$ cat src/rtl/clock_pkg.sv
package clock_pkg;

	// --------------------
	// modes and edit positions
	typedef enum logic [1:0] {
		MODE_CLOCK = 2'd0,
		MODE_SETUP = 2'd1,
		MODE_ALARM = 2'd2
	} mode_e;

	typedef enum logic [1:0] {
		POS_SEC = 2'd0,
		POS_MIN = 2'd1,
		POS_HR  = 2'd2
	} pos_e;

	// --------------------
	// time and key bundles
	typedef struct packed {
		logic [4:0] hr;
		logic [5:0] min;
		logic [5:0] sec;
	} hms_t;

	typedef struct packed {
		logic mode;
		logic pos;
		logic inc;
		logic alarm;
	} key_t;

	typedef logic [6:0] seg_t;	// {a, b, c, d, e, f, g}

	localparam int NUM_DIGITS = 6;

	localparam logic [5:0] MAX_SEC = 6'd59;
	localparam logic [5:0] MAX_MIN = 6'd59;
	localparam logic [4:0] MAX_HR  = 5'd23;

	// --------------------
	// segment patterns, active high
	localparam seg_t SEG_BLANK = 7'b000_0000;

	localparam seg_t SEG_DIGIT [0:9] = '{
		7'b111_1110, 7'b011_0000, 7'b110_1101, 7'b111_1001, 7'b011_0011,
		7'b101_1011, 7'b101_1111, 7'b111_0000, 7'b111_1111, 7'b111_0011
	};

endpackage

$ cat src/rtl/tick_gen.sv
`timescale 1ns/1ps

module tick_gen #(
	parameter int DIV = 4
) (
	input  logic clk,
	input  logic rst_n,
	output logic o_tick
);

	localparam int CW = (DIV > 1) ? $clog2(DIV) : 1;

	logic [CW-1:0] cnt;	// counts down to zero, then reloads

	always_ff @(posedge clk or negedge rst_n) begin
		if (!rst_n) begin
			cnt    <= CW'(DIV - 1);
			o_tick <= 1'b0;
		end else if (cnt == '0) begin
			cnt    <= CW'(DIV - 1);
			o_tick <= 1'b1;	// single-cycle enable
		end else begin
			cnt    <= cnt - 1'b1;
			o_tick <= 1'b0;
		end
	end

endmodule

$ cat src/rtl/key_ctrl.sv
`timescale 1ns/1ps

module key_ctrl import clock_pkg::*; (
	input  logic  clk,
	input  logic  rst_n,
	input  key_t  i_keys,
	input  logic  i_key_tick,
	output mode_e o_mode,
	output pos_e  o_pos,
	output logic  o_alarm_en,
	output logic  o_inc
);

	key_t key_cur;	// sample taken at the last key tick
	key_t key_prev;	// the one before
	key_t key_rise;

	// --------------------
	// key sampling
	always_ff @(posedge clk or negedge rst_n) begin
		if (!rst_n) begin
			key_cur  <= '0;
			key_prev <= '0;
		end else if (i_key_tick) begin
			key_cur  <= i_keys;
			key_prev <= key_cur;
		end
	end

	// stays valid for one whole key tick period
	assign key_rise = key_cur & ~key_prev;

	// --------------------
	// mode, position and alarm enable
	always_ff @(posedge clk or negedge rst_n) begin
		if (!rst_n) begin
			o_mode     <= MODE_CLOCK;
			o_pos      <= POS_SEC;
			o_alarm_en <= 1'b0;
			o_inc      <= 1'b0;
		end else begin
			o_inc <= i_key_tick & key_rise.inc;
			if (i_key_tick) begin
				if (key_rise.mode) begin
					case (o_mode)
						MODE_CLOCK: o_mode <= MODE_SETUP;
						MODE_SETUP: o_mode <= MODE_ALARM;
						default:    o_mode <= MODE_CLOCK;
					endcase
				end
				if (key_rise.pos) begin
					case (o_pos)
						POS_SEC: o_pos <= POS_MIN;
						POS_MIN: o_pos <= POS_HR;
						default: o_pos <= POS_SEC;
					endcase
				end
				if (key_rise.alarm) begin
					o_alarm_en <= ~o_alarm_en;
				end
			end
		end
	end

	// mode must stay on one of the three real modes
	a_mode_legal: assert property (
		@(posedge clk) disable iff (!rst_n)
		o_mode inside {MODE_CLOCK, MODE_SETUP, MODE_ALARM}
	);

endmodule

$ cat src/rtl/timekeeper.sv
`timescale 1ns/1ps

module timekeeper import clock_pkg::*; (
	input  logic  clk,
	input  logic  rst_n,
	input  logic  i_sec_tick,
	input  logic  i_inc,
	input  mode_e i_mode,
	input  pos_e  i_pos,
	input  logic  i_alarm_en,
	output hms_t  o_time,
	output hms_t  o_alarm_time,
	output logic  o_alarm
);

	hms_t time_nxt;
	hms_t alarm_nxt;

	// wraps to zero past the field maximum
	function automatic logic [5:0] next_val(input logic [5:0] v, input logic [5:0] max_v);
		return (v >= max_v) ? 6'd0 : v + 6'd1;
	endfunction

	// one second forward with carries
	function automatic hms_t advance(input hms_t t);
		hms_t       r;
		logic [5:0] hr_n;
		r     = t;
		hr_n  = next_val({1'b0, t.hr}, {1'b0, MAX_HR});
		r.sec = next_val(t.sec, MAX_SEC);
		if (t.sec == MAX_SEC) begin
			r.min = next_val(t.min, MAX_MIN);
			if (t.min == MAX_MIN) begin
				r.hr = hr_n[4:0];
			end
		end
		return r;
	endfunction

	// step a single field, no carry into the next one
	function automatic hms_t step_field(input hms_t t, input pos_e p);
		hms_t       r;
		logic [5:0] hr_n;
		r    = t;
		hr_n = next_val({1'b0, t.hr}, {1'b0, MAX_HR});
		case (p)
			POS_SEC: r.sec = next_val(t.sec, MAX_SEC);
			POS_MIN: r.min = next_val(t.min, MAX_MIN);
			POS_HR:  r.hr  = hr_n[4:0];
			default: r     = t;
		endcase
		return r;
	endfunction

	// --------------------
	// next-state selection
	always_comb begin
		time_nxt  = o_time;
		alarm_nxt = o_alarm_time;
		if (i_sec_tick && i_mode != MODE_SETUP) begin
			time_nxt = advance(o_time);	// frozen while setting
		end
		if (i_inc) begin
			case (i_mode)
				MODE_SETUP: time_nxt  = step_field(o_time, i_pos);
				MODE_ALARM: alarm_nxt = step_field(o_alarm_time, i_pos);
				default:    ;	// clock mode ignores inc
			endcase
		end
	end

	always_ff @(posedge clk or negedge rst_n) begin
		if (!rst_n) begin
			o_time       <= '0;
			o_alarm_time <= '0;
			o_alarm      <= 1'b0;
		end else begin
			o_time       <= time_nxt;
			o_alarm_time <= alarm_nxt;
			// latched until the enable drops
			o_alarm      <= i_alarm_en & (o_alarm | (o_time == o_alarm_time));
		end
	end

	a_fields_in_range: assert property (
		@(posedge clk) disable iff (!rst_n)
		o_time.sec <= MAX_SEC && o_time.min <= MAX_MIN && o_time.hr <= MAX_HR &&
		o_alarm_time.sec <= MAX_SEC && o_alarm_time.min <= MAX_MIN &&
		o_alarm_time.hr <= MAX_HR
	);

endmodule

$ cat src/rtl/digit_encoder.sv
`timescale 1ns/1ps

module digit_encoder import clock_pkg::*; (
	input  logic                   clk,
	input  logic                   rst_n,
	input  mode_e                  i_mode,
	input  pos_e                   i_pos,
	input  hms_t                   i_time,
	input  hms_t                   i_alarm_time,
	input  logic                   i_blink_tick,
	output seg_t [NUM_DIGITS-1:0]  o_digit_segs
);

	hms_t                        shown;
	logic                        blink_on;	// 0 = selected field dark
	logic [NUM_DIGITS-1:0]       blank_mask;
	logic [NUM_DIGITS-1:0][3:0]  digit_val;

	// {tens, ones} of a value below 60
	function automatic logic [7:0] split2(input logic [5:0] v);
		logic [5:0] tens;
		logic [5:0] ones;
		tens = v / 6'd10;
		ones = v % 6'd10;
		return {tens[3:0], ones[3:0]};
	endfunction

	always_ff @(posedge clk or negedge rst_n) begin
		if (!rst_n) begin
			blink_on <= 1'b1;
		end else if (i_blink_tick) begin
			blink_on <= ~blink_on;
		end
	end

	assign shown     = (i_mode == MODE_ALARM) ? i_alarm_time : i_time;
	assign digit_val = {split2({1'b0, shown.hr}), split2(shown.min), split2(shown.sec)};

	// --------------------
	// blanking and decode
	always_comb begin
		case (i_pos)
			POS_SEC: blank_mask = 6'b00_00_11;
			POS_MIN: blank_mask = 6'b00_11_00;
			POS_HR:  blank_mask = 6'b11_00_00;
			default: blank_mask = '0;
		endcase
		if (i_mode == MODE_CLOCK || blink_on) begin
			blank_mask = '0;
		end
	end

	always_comb begin
		for (int i = 0; i < NUM_DIGITS; i++) begin
			if (blank_mask[i]) begin
				o_digit_segs[i] = SEG_BLANK;
			end else begin
				o_digit_segs[i] = SEG_DIGIT[digit_val[i]];
			end
		end
	end

endmodule

$ cat src/rtl/scan_driver.sv
`timescale 1ns/1ps

module scan_driver import clock_pkg::*; (
	input  logic                   clk,
	input  logic                   rst_n,
	input  logic                   i_scan_tick,
	input  seg_t [NUM_DIGITS-1:0]  i_digit_segs,
	output seg_t                   o_seg,
	output logic [NUM_DIGITS-1:0]  o_seg_enb
);

	localparam int                    IW      = $clog2(NUM_DIGITS);
	localparam logic [NUM_DIGITS-1:0] ONE_HOT = 1;

	logic [IW-1:0] idx;	// digit being driven

	// --------------------
	// scan index
	always_ff @(posedge clk or negedge rst_n) begin
		if (!rst_n) begin
			idx <= '0;
		end else if (i_scan_tick) begin
			if (idx == IW'(NUM_DIGITS - 1)) begin
				idx <= '0;
			end else begin
				idx <= idx + 1'b1;
			end
		end
	end

	// enable and pattern change on the same edge
	always_ff @(posedge clk or negedge rst_n) begin
		if (!rst_n) begin
			o_seg     <= SEG_BLANK;
			o_seg_enb <= ~ONE_HOT;	// digit 0
		end else begin
			o_seg     <= i_digit_segs[idx];
			o_seg_enb <= ~(ONE_HOT << idx);
		end
	end

	a_one_digit: assert property (
		@(posedge clk) disable iff (!rst_n)
		$onehot(~o_seg_enb)
	);

endmodule

$ cat src/rtl/clock_top.sv
`timescale 1ns/1ps

module clock_top import clock_pkg::*; #(
	parameter int CLK_PER_SEC = 50_000_000,
	parameter int KEY_DIV     = 500_000,
	parameter int SCAN_DIV    = 25_000,
	parameter int BLINK_DIV   = 12_500_000
) (
	input  logic                   clk,
	input  logic                   rst_n,
	input  key_t                   i_keys,
	output seg_t                   o_seg,
	output logic [NUM_DIGITS-1:0]  o_seg_enb,
	output logic                   o_alarm
);

	logic                  sec_tick;
	logic                  key_tick;
	logic                  scan_tick;
	logic                  blink_tick;
	mode_e                 mode;
	pos_e                  pos;
	logic                  alarm_en;
	logic                  inc_pulse;
	hms_t                  time_now;
	hms_t                  alarm_time;
	seg_t [NUM_DIGITS-1:0] digit_segs;

	// --------------------
	// enable ticks
	tick_gen #(.DIV(CLK_PER_SEC)) sec_tick_i (.clk, .rst_n, .o_tick(sec_tick));
	tick_gen #(.DIV(KEY_DIV))     key_tick_i (.clk, .rst_n, .o_tick(key_tick));
	tick_gen #(.DIV(SCAN_DIV))    scan_tick_i (.clk, .rst_n, .o_tick(scan_tick));
	tick_gen #(.DIV(BLINK_DIV))   blink_tick_i (.clk, .rst_n, .o_tick(blink_tick));

	key_ctrl key_ctrl_i (
		.clk        (clk),
		.rst_n      (rst_n),
		.i_keys     (i_keys),
		.i_key_tick (key_tick),
		.o_mode     (mode),
		.o_pos      (pos),
		.o_alarm_en (alarm_en),
		.o_inc      (inc_pulse)
	);

	timekeeper timekeeper_i (
		.clk          (clk),
		.rst_n        (rst_n),
		.i_sec_tick   (sec_tick),
		.i_inc        (inc_pulse),
		.i_mode       (mode),
		.i_pos        (pos),
		.i_alarm_en   (alarm_en),
		.o_time       (time_now),
		.o_alarm_time (alarm_time),
		.o_alarm      (o_alarm)
	);

	// --------------------
	// display path
	digit_encoder digit_encoder_i (
		.clk          (clk),
		.rst_n        (rst_n),
		.i_mode       (mode),
		.i_pos        (pos),
		.i_time       (time_now),
		.i_alarm_time (alarm_time),
		.i_blink_tick (blink_tick),
		.o_digit_segs (digit_segs)
	);

	scan_driver scan_driver_i (
		.clk          (clk),
		.rst_n        (rst_n),
		.i_scan_tick  (scan_tick),
		.i_digit_segs (digit_segs),
		.o_seg        (o_seg),
		.o_seg_enb    (o_seg_enb)
	);

endmodule

$ cat config.mk
export PLATFORM = sky130hd
export DESIGN_NAME = clock_top
export DESIGN_NICKNAME = d
export VERILOG_FILES = /design/src/rtl/clock_pkg.sv /design/src/rtl/tick_gen.sv /design/src/rtl/key_ctrl.sv /design/src/rtl/timekeeper.sv /design/src/rtl/digit_encoder.sv /design/src/rtl/scan_driver.sv /design/src/rtl/clock_top.sv
export SDC_FILE = /design/constraint.sdc
export NUM_CORES = 1
export LEC_CHECK = 0
export ABC_AREA = 1
export BUFFER_PORTS_ARGS = -buffer_cell sky130_fd_sc_hd__buf_2
export CORE_MARGIN = 2
export CORE_UTILIZATION = 40
export DETAILED_ROUTE_END_ITERATION = 6
export PLACE_DENSITY = 0.6
export SYNTH_ARGS = -nofsm -noshare
export SYNTH_HDL_FRONTEND = slang
export SYNTH_SLANG_ARGS = --single-unit
export TNS_END_PERCENT = 30
$ cat constraint.sdc
create_clock -name clk -period 2.75 [get_ports clk]
set_clock_uncertainty 0.2 [all_clocks]
set_input_delay 0.4125 -clock clk [delete_from_list [all_inputs] [get_ports clk]]
set_output_delay 0.4125 -clock clk [all_outputs]
set_load 0.01 [all_outputs]
# Word level (Yosys, flattened, before mapping)

Memories as Yosys holds them, arrays and structs flattened.
Cells that the tools add are included.

Memories kept: 6
Bits in registers: 154
ROM bits: 672
Output and inout port bits: 14
Logic and storage cells: 156
Input port bits: 6

Memory list:

| memory           | depth | bits a word | read ports | clocked after memory_dff | write ports | RTL line            | RTL |
|---|---|---|---|---|---|---|---|
| (name not given) | 16    | 7           | 1          | 0                        | 0           | digit_encoder.sv:58 | `o_digit_segs[i] = SEG_DIGIT[digit_val[i]];` |
| (name not given) | 16    | 7           | 1          | 0                        | 0           | digit_encoder.sv:58 |  |
| (name not given) | 16    | 7           | 1          | 0                        | 0           | digit_encoder.sv:58 |  |
| (name not given) | 16    | 7           | 1          | 0                        | 0           | digit_encoder.sv:58 |  |
| (name not given) | 16    | 7           | 1          | 0                        | 0           | digit_encoder.sv:58 |  |
| (name not given) | 16    | 7           | 1          | 0                        | 0           | digit_encoder.sv:58 |  |

Divide/modulo/power cells: 6
Mux-type cells: 48
Bitwise operators: 14
Add/sub/neg operators: 11
$lt $le $gt $ge: 13
Reduce and logical (&&, ||, !) cells: 14
Equality and inequality tests: 12
Shift-type cells: 1

Operators with widths:

| operator              | count |
|---|---|
| $mux 7                | 19 |
| $mux 17               | 4 |
| $mux 6                | 7 |
| $ge 5x5->1 const B    | 8 |
| $not 4->5             | 6 |
| $logic_not 26->1      | 1 |
| $mux 26               | 1 |
| $sub 26x1->26 const B | 1 |
| $add 6x1->6 const B   | 4 |
| $ge 6x6->1 const B    | 4 |
| $logic_not 24->1      | 1 |
| $mux 24               | 1 |
| $sub 24x1->24 const B | 1 |
| $bmux 7 s3            | 1 |
| $mux 5                | 4 |
| $logic_not 19->1      | 1 |
| $mux 19               | 1 |
| $sub 19x1->19 const B | 1 |
| $pmux 6 s3            | 1 |
| $eq 17x17->1          | 1 |
| $logic_not 15->1      | 1 |
| $mux 15               | 1 |
| $sub 15x1->15 const B | 1 |
| $div 6x4->6 const B   | 2 |
| 28 further kinds      | 46 |

# Logic depth before layout (Yosys ltp)

Depth in word-level cells: 10
Depth in mapped cells: 24
Depth with buffers taken out: 23

# Modules after synthesis

From an unflattened synthesis, not the netlist that was laid out.

Cells, all modules: 1559
Area total of the unflattened synthesis: 11262.1 sq um

Modules (own cells, without submodules):

| module                   | area each (sq um) | sequential area each (sq um) | cells an instance | times used |
|---|---|---|---|---|
| timekeeper               | 2268.4            | 875.8                        | 307               | 1 |
| digit_encoder            | 1995.7            | 26.3                         | 356               | 1 |
| tick_gen at sec_tick_i   | 1562.7            | 698.2                        | 196               | 1 |
| tick_gen at blink_tick_i | 1537.7            | 645.6                        | 201               | 1 |
| tick_gen at key_tick_i   | 1257.5            | 514.2                        | 159               | 1 |
| scan_driver              | 1042.2            | 406.6                        | 153               | 1 |
| tick_gen at scan_tick_i  | 935.9             | 410.4                        | 118               | 1 |
| key_ctrl                 | 661.9             | 350.3                        | 69                | 1 |

# Worst setup path before layout

Ideal clock, no wire load.

Path type: flip-flop to flip-flop
From: register key_ctrl_i.o_mode[0]
To: register scan_driver_i.o_seg[3]
Stages on the path, launching flop included: 22
Slack: -130 ps
Setup time: 117 ps
Arrival: 2564 ps
Cells stage by stage: dfrtp_1 inv_4 nand2_4 buf_8 o21ai_1 inv_1 ha_1 nand3_2 nand2_2 nand2_4 nand2_1 o21ai_1 inv_1 nand2_2 nand2_4 xnor2_2 ha_1 nand3_1 nand2_1 nand2_1 nand2_1 nand2_1

Cells in the longest elaborated chain, start to end: 10
Elaborated cells on any way between the ends: 43
Those cells by class: div (6); eq/ne (1); mux (22); bitwise (6); reduce/logical (2); memory (6)

Ends and longest elaborated chain:

| element                                   | RTL line            | RTL |
|---|---|---|
| start: declaration                        | key_ctrl.sv:8       | `output mode_e o_mode,` |
| start signal: assignment                  | key_ctrl.sv:37      | `o_mode <= MODE_CLOCK;` |
| start signal: assignment                  | key_ctrl.sv:46      | `MODE_CLOCK: o_mode <= MODE_SETUP;` |
| start signal: assignment                  | key_ctrl.sv:47      | `MODE_SETUP: o_mode <= MODE_ALARM;` |
| $eq 2x2->1                                | digit_encoder.sv:36 | `assign shown = (i_mode == MODE_ALARM) ? i_alarm_time : i_time;` |
| $mux 17                                   | digit_encoder.sv:36 |  |
| $mod 6x4->6, or another cell as far along | digit_encoder.sv:24 | `ones = v % 6'd10;` |
| $not 4->5 (not written as such)           | digit_encoder.sv:58 |  |
| $mem_v2 16x7                              | n/a                 |  |
| $mux 7 (not written as such) (2 in a row) | digit_encoder.sv:58 |  |
| $mux 7                                    | digit_encoder.sv:55 | `if (blank_mask[i]) begin` |
| $bmux 7 s3 (*)                            | scan_driver.sv:37   | `o_seg <= i_digit_segs[idx];` |
| $mux 7 (not written as such) (*)          | scan_driver.sv:37   |  |
| end signal: assignment                    | scan_driver.sv:37   |  |
| end: declaration                          | scan_driver.sv:8    | `output seg_t o_seg,` |

Mark *: on every way between the ends. The rest lies on a longest branch, timed or not. The select of a mux whose other input is x is not followed.
A chain may end at the register's enable or synchronous reset.

# Worst setup path after layout

Same ends and word-level chain as after synthesis.

==> flow_summary.yaml <==
status:
  status: "finished, violations left"
  violations: "setup timing"
floorplanning:
  rows: 55
  die_area_sq_um: 24600
  fp.dieH_microns: 157
  die_w_microns: 157
  design.portCount: 20
  core-area_sq_um: 22800
  initial_core_util_pct: 41.0
power_and_ir_drop:
  ir_drop_v: 0.000348
  p_switching_mw: 1.05
  p_int_mw: 3.51
  powerDensity_nw_per_um2: 390
  p_seq_share_pct: 49.8
  clock_power_share_pct: 48.9
  swShare_pct: 23.1
  leakagePower_nw: 5.31
  power_mw: 4.57
  p_comb_share_pct: 1.3
global_route:
  antenna_found_initial: 0
  grt_pass1_vias: 7974
  gr-total-overflow: 0
  grt_max_degree: 59
  grt_usage_pct: 17.7
  grt_pass1_wl_microns: 35600
logic_synthesis:
  syn_nets: 1266
  synth-simple-area-share_pct: 29.0
  yosysTopAreaCell: "dfrtp_1"
  ys_ff_latch: 154
  synth-compound-area-share_pct: 10.2
  synth-xor-area-share_pct: 4.48
  synth_top_family_by_area: "simple AND/OR/NAND/NOR gates"
  async_flop_share_pct: 100
  synth.yosys.seq_area_share_pct: 42.1
  synth_edf_count: 0
  avgSynthCellArea_sq_um: 7.66
  netlist-cell-type-count: 50
  yosysTopAreaCellShare_pct: 25.5
  synthMuxAreaShare_pct: 0.483
  yosys_warnings: 0
  synth_area_sq_um: 9330
  synth_ff_type: "dfrtp_1"
  synthCells: 1219
  yosys.area_share.adder_pct: 5.50
  synthTopCellsByArea: "dfrtp_1 25%, dfstp_2 17%, nand2_1 10%"
sta:
  finalCritPeriodShare_pct: 110
  post-route-worst-setup-slack_ns: -0.266
  setup_violations: 7
  rsz0062_at_grt: "yes"
  fmax_mhz: 332
  tightest_slew_ns: 0.623
  finalCriticalPeriod_ns: 3.02
  finalHoldViolCount: 0
  relSlewSlack_pct: 58.1
  slew_violations: 0
hold_path:
  min_from: "i_keys[3]"
  hold_end: "key_ctrl_i.key_cur[3]"
  hold_path_depth: 2
  hp-class: "in -> reg"
final_layout:
  fin_util_pct: 51.4
  drive_gt1_share_pct: 26.7
  fin_nets: 1403
  n_antenna_cell: 0
  area_growth_pct: 25.4
placement:
  gp_congestion: 0.862
  post-dp-hpwl_microns: 14800
  numPortBuffers: 19
drt:
  drt-initial-drc-count: 539
  dr.pass1.iters: 7
  wl_per_cell_microns: 12.5
  drc: 0
  via_count: 8100
  wl_microns: 21000
  via_per_inst: 4.82
  drtAntennaViolNets: 0
clock_network:
  cts_buffers: 17
  clk_pin_slew_ns: 0.06
  cts.sinks: 154
  cts.path.max_buffers: 2
  cts_tree: "yes"
  clockRootBuffer: "clkbuf_16"
  clock_latency_ns: 0.43
  h-tree-depth: 4
setup_path:
  timing_worst_setup_path_type: "reg -> reg"
  path_max_fanout: 8
  r2r-start: "key_ctrl_i.o_mode[0]"
  crit_path_start: "key_ctrl_i.o_mode[0]"
  critical_path_arrival_ns: 3.18
  crit_path_end_kind: "register"
  worst-r2r-cell-count: 21
  worstPathRequired_ns: 2.91
  crit_path_start_kind: "register"
  regToRegSetupSlack_ns: -0.27
  timing.rr.end: "scan_driver_i.o_seg[3]"
run:
  maxCapViolCount: 0
[per-stage QoR]
| step | area, sq um | cells | hold WS [ns] | setup TNS, ns | setup WS (ns) |
|---|---|---|---|---|---|
| global route | 11700 | 1682 | 0.00907 | -2.33 | -0.420 |
| global placement | 10400 | 1619 | 0.216 | -0.664 | -0.153 |
| finish | 11700 | 1682 | 0.0160 | -1.44 | -0.266 |
| CTS | 11200 | 1669 | 0.000192 | -0.398 | -0.0829 |
| detailed placement | 10400 | 1619 | 0.219 | -0.873 | -0.204 |
| floorplan | 9340 | 1219 | -0.0831 | -0.183 | -0.0789 |
[worst max-delay path by stage]
stage	endpoint	slack, ns	cells past startpoint
finish	scan_driver_i.o_seg[3]	-0.27	21
CTS	scan_driver_i.o_seg[3]	-0.08	23
floorplan	scan_driver_i.o_seg[3]	-0.08	22
global placement	scan_driver_i.o_seg[3]	-0.15	21
global route	scan_driver_i.o_seg[3]	-0.42	24
detailed placement	scan_driver_i.o_seg[5]	-0.20	17
[cell usage after synthesis (4+ instances only)]
| cell type | n |
|---|---|
| o21ai_0 | 75 |
| o21ai_1 | 11 |
| o21ai_2 | 7 |
| a21oi_1 | 45 |
| dfrtp_1 | 95 |
| clkbuf_1 | 8 |
| nor3_1 | 30 |
| nand2_4 | 6 |
| o211ai_1 | 4 |
| nand2_1 | 256 |
| dfstp_2 | 59 |
| xnor2_1 | 14 |
| ha_1 | 41 |
| nor4_1 | 12 |
| nand4_1 | 19 |
| mux2_2 | 4 |
| a21o_1 | 4 |
| nand3b_1 | 7 |
| nand2_2 | 17 |
| xor2_1 | 30 |
| nand3_1 | 98 |
| nor2_1 | 136 |
| or2_2 | 12 |
| inv_1 | 179 |
| o22ai_1 | 10 |
[power groups by stage]
stage                     Sequential (mW)  Combinational, mW  Clock [mW]
after floorplan                      2.31            0.00261           0
after global placement               2.31             0.0606           0
after CTS                            2.27             0.0640        2.31
after detailed placement             2.31             0.0604           0
after global routing                 2.27             0.0715        2.40
final                                2.27             0.0599        2.23
[final cells by class]
cell class                 instances  area [sq um]
fill                            2151         11100
multi-input combinational        866          5060
sequential                       154          3930
timing repair buffer             131          1060
inverter                         186           703
clock buffer                      19           453
tap                              313           392
clock inverter                    13           109
[critical path, cell delays in order, from the launching register on]
cell and delay, ns:
dfrtp_1 0.43, inv_4 0.11, nand2_4 0.07, buf_12 0.15, buf_12 0.14, o21ai_4 0.14, buf_6 0.13, a21o_1 0.14
nand2_2 0.09, nand2_2 0.07, nand2_2 0.07, nand2_4 0.08, xor2_4 0.19, ha_1 0.25, nand3b_1 0.19, nand3_1 0.11
nand2_1 0.07, nand2_1 0.06, nand2_1 0.07, nand2_1 0.07, nand2_1 0.05, nand2_1 0.06
[registers in the layout, indices dropped and copies added (netlist names)]
| signal | count |
|---|---|
| key_ctrl_i.key_prev | 4 |
| key_ctrl_i.o_alarm_en | 1 |
| key_ctrl_i.o_pos | 2 |
| scan_driver_i.o_seg | 7 |
| scan_tick_i.o_tick | 1 |
| key_ctrl_i.key_cur | 4 |
| key_ctrl_i.o_inc | 1 |
| key_tick_i.cnt | 19 |
| scan_driver_i.o_seg_enb | 6 |
| timekeeper_i.o_alarm_time | 17 |
| key_ctrl_i.o_mode | 2 |
| blink_tick_i.o_tick | 1 |
| digit_encoder_i.blink_on | 1 |
| timekeeper_i.o_alarm | 1 |
| sec_tick_i.o_tick | 1 |
| timekeeper_i.o_time | 17 |
| blink_tick_i.cnt | 24 |
| scan_tick_i.cnt | 15 |
| scan_driver_i.idx | 3 |
| sec_tick_i.cnt | 26 |
| key_tick_i.o_tick | 1 |
[cells by family (layout without fill, tap and decap cells)]
kind of cell	after synthesis	count (layout)
flip-flops	154	154
buffers and inverters	199	349
multiplexers	4	4
adder cells (fa/ha/maj)	41	41
AO/OA/AOI/OAI	170	170
AND/OR/NAND/NOR	605	605
XOR/XNOR	46	46
[per-layer routing]
layer,global-route usage (%),up-vias,wire [microns]
met4,5.50,0,294
met5,0,-,0
met1,23.0,3746,10100
met2,30.2,114,10000
li1,-,4213,-
met3,2.82,27,557
[layout by cell type, fill, tap and decap left out, types with 14 or more instances in the layout]
cell / n
a21oi_1: 43
buf_2: 18
buf_4: 95
clkbuf_16: 17
dfrtp_1: 94
dfstp_2: 59
ha_1: 31
inv_1: 166
inv_2: 15
nand2_1: 225
nand2_2: 40
nand2_4: 14
nand3_1: 85
nand4_1: 19
nor2_1: 135
nor3_1: 29
o21ai_0: 67
xor2_1: 29
[what timing repair did]
| item | CTS | global route |
|---|---|---|
| hold endpoints to repair | 28 | 0 |
| hold buffers | 3 | 0 |
| gates resized for setup | 26 | 97 |
| pin swaps | 10 | 44 |
| setup endpoints to repair | 7 | 18 |
| buffers inserted | 15 | 13 |
Note: power is estimated with default switching activity, not from simulation.
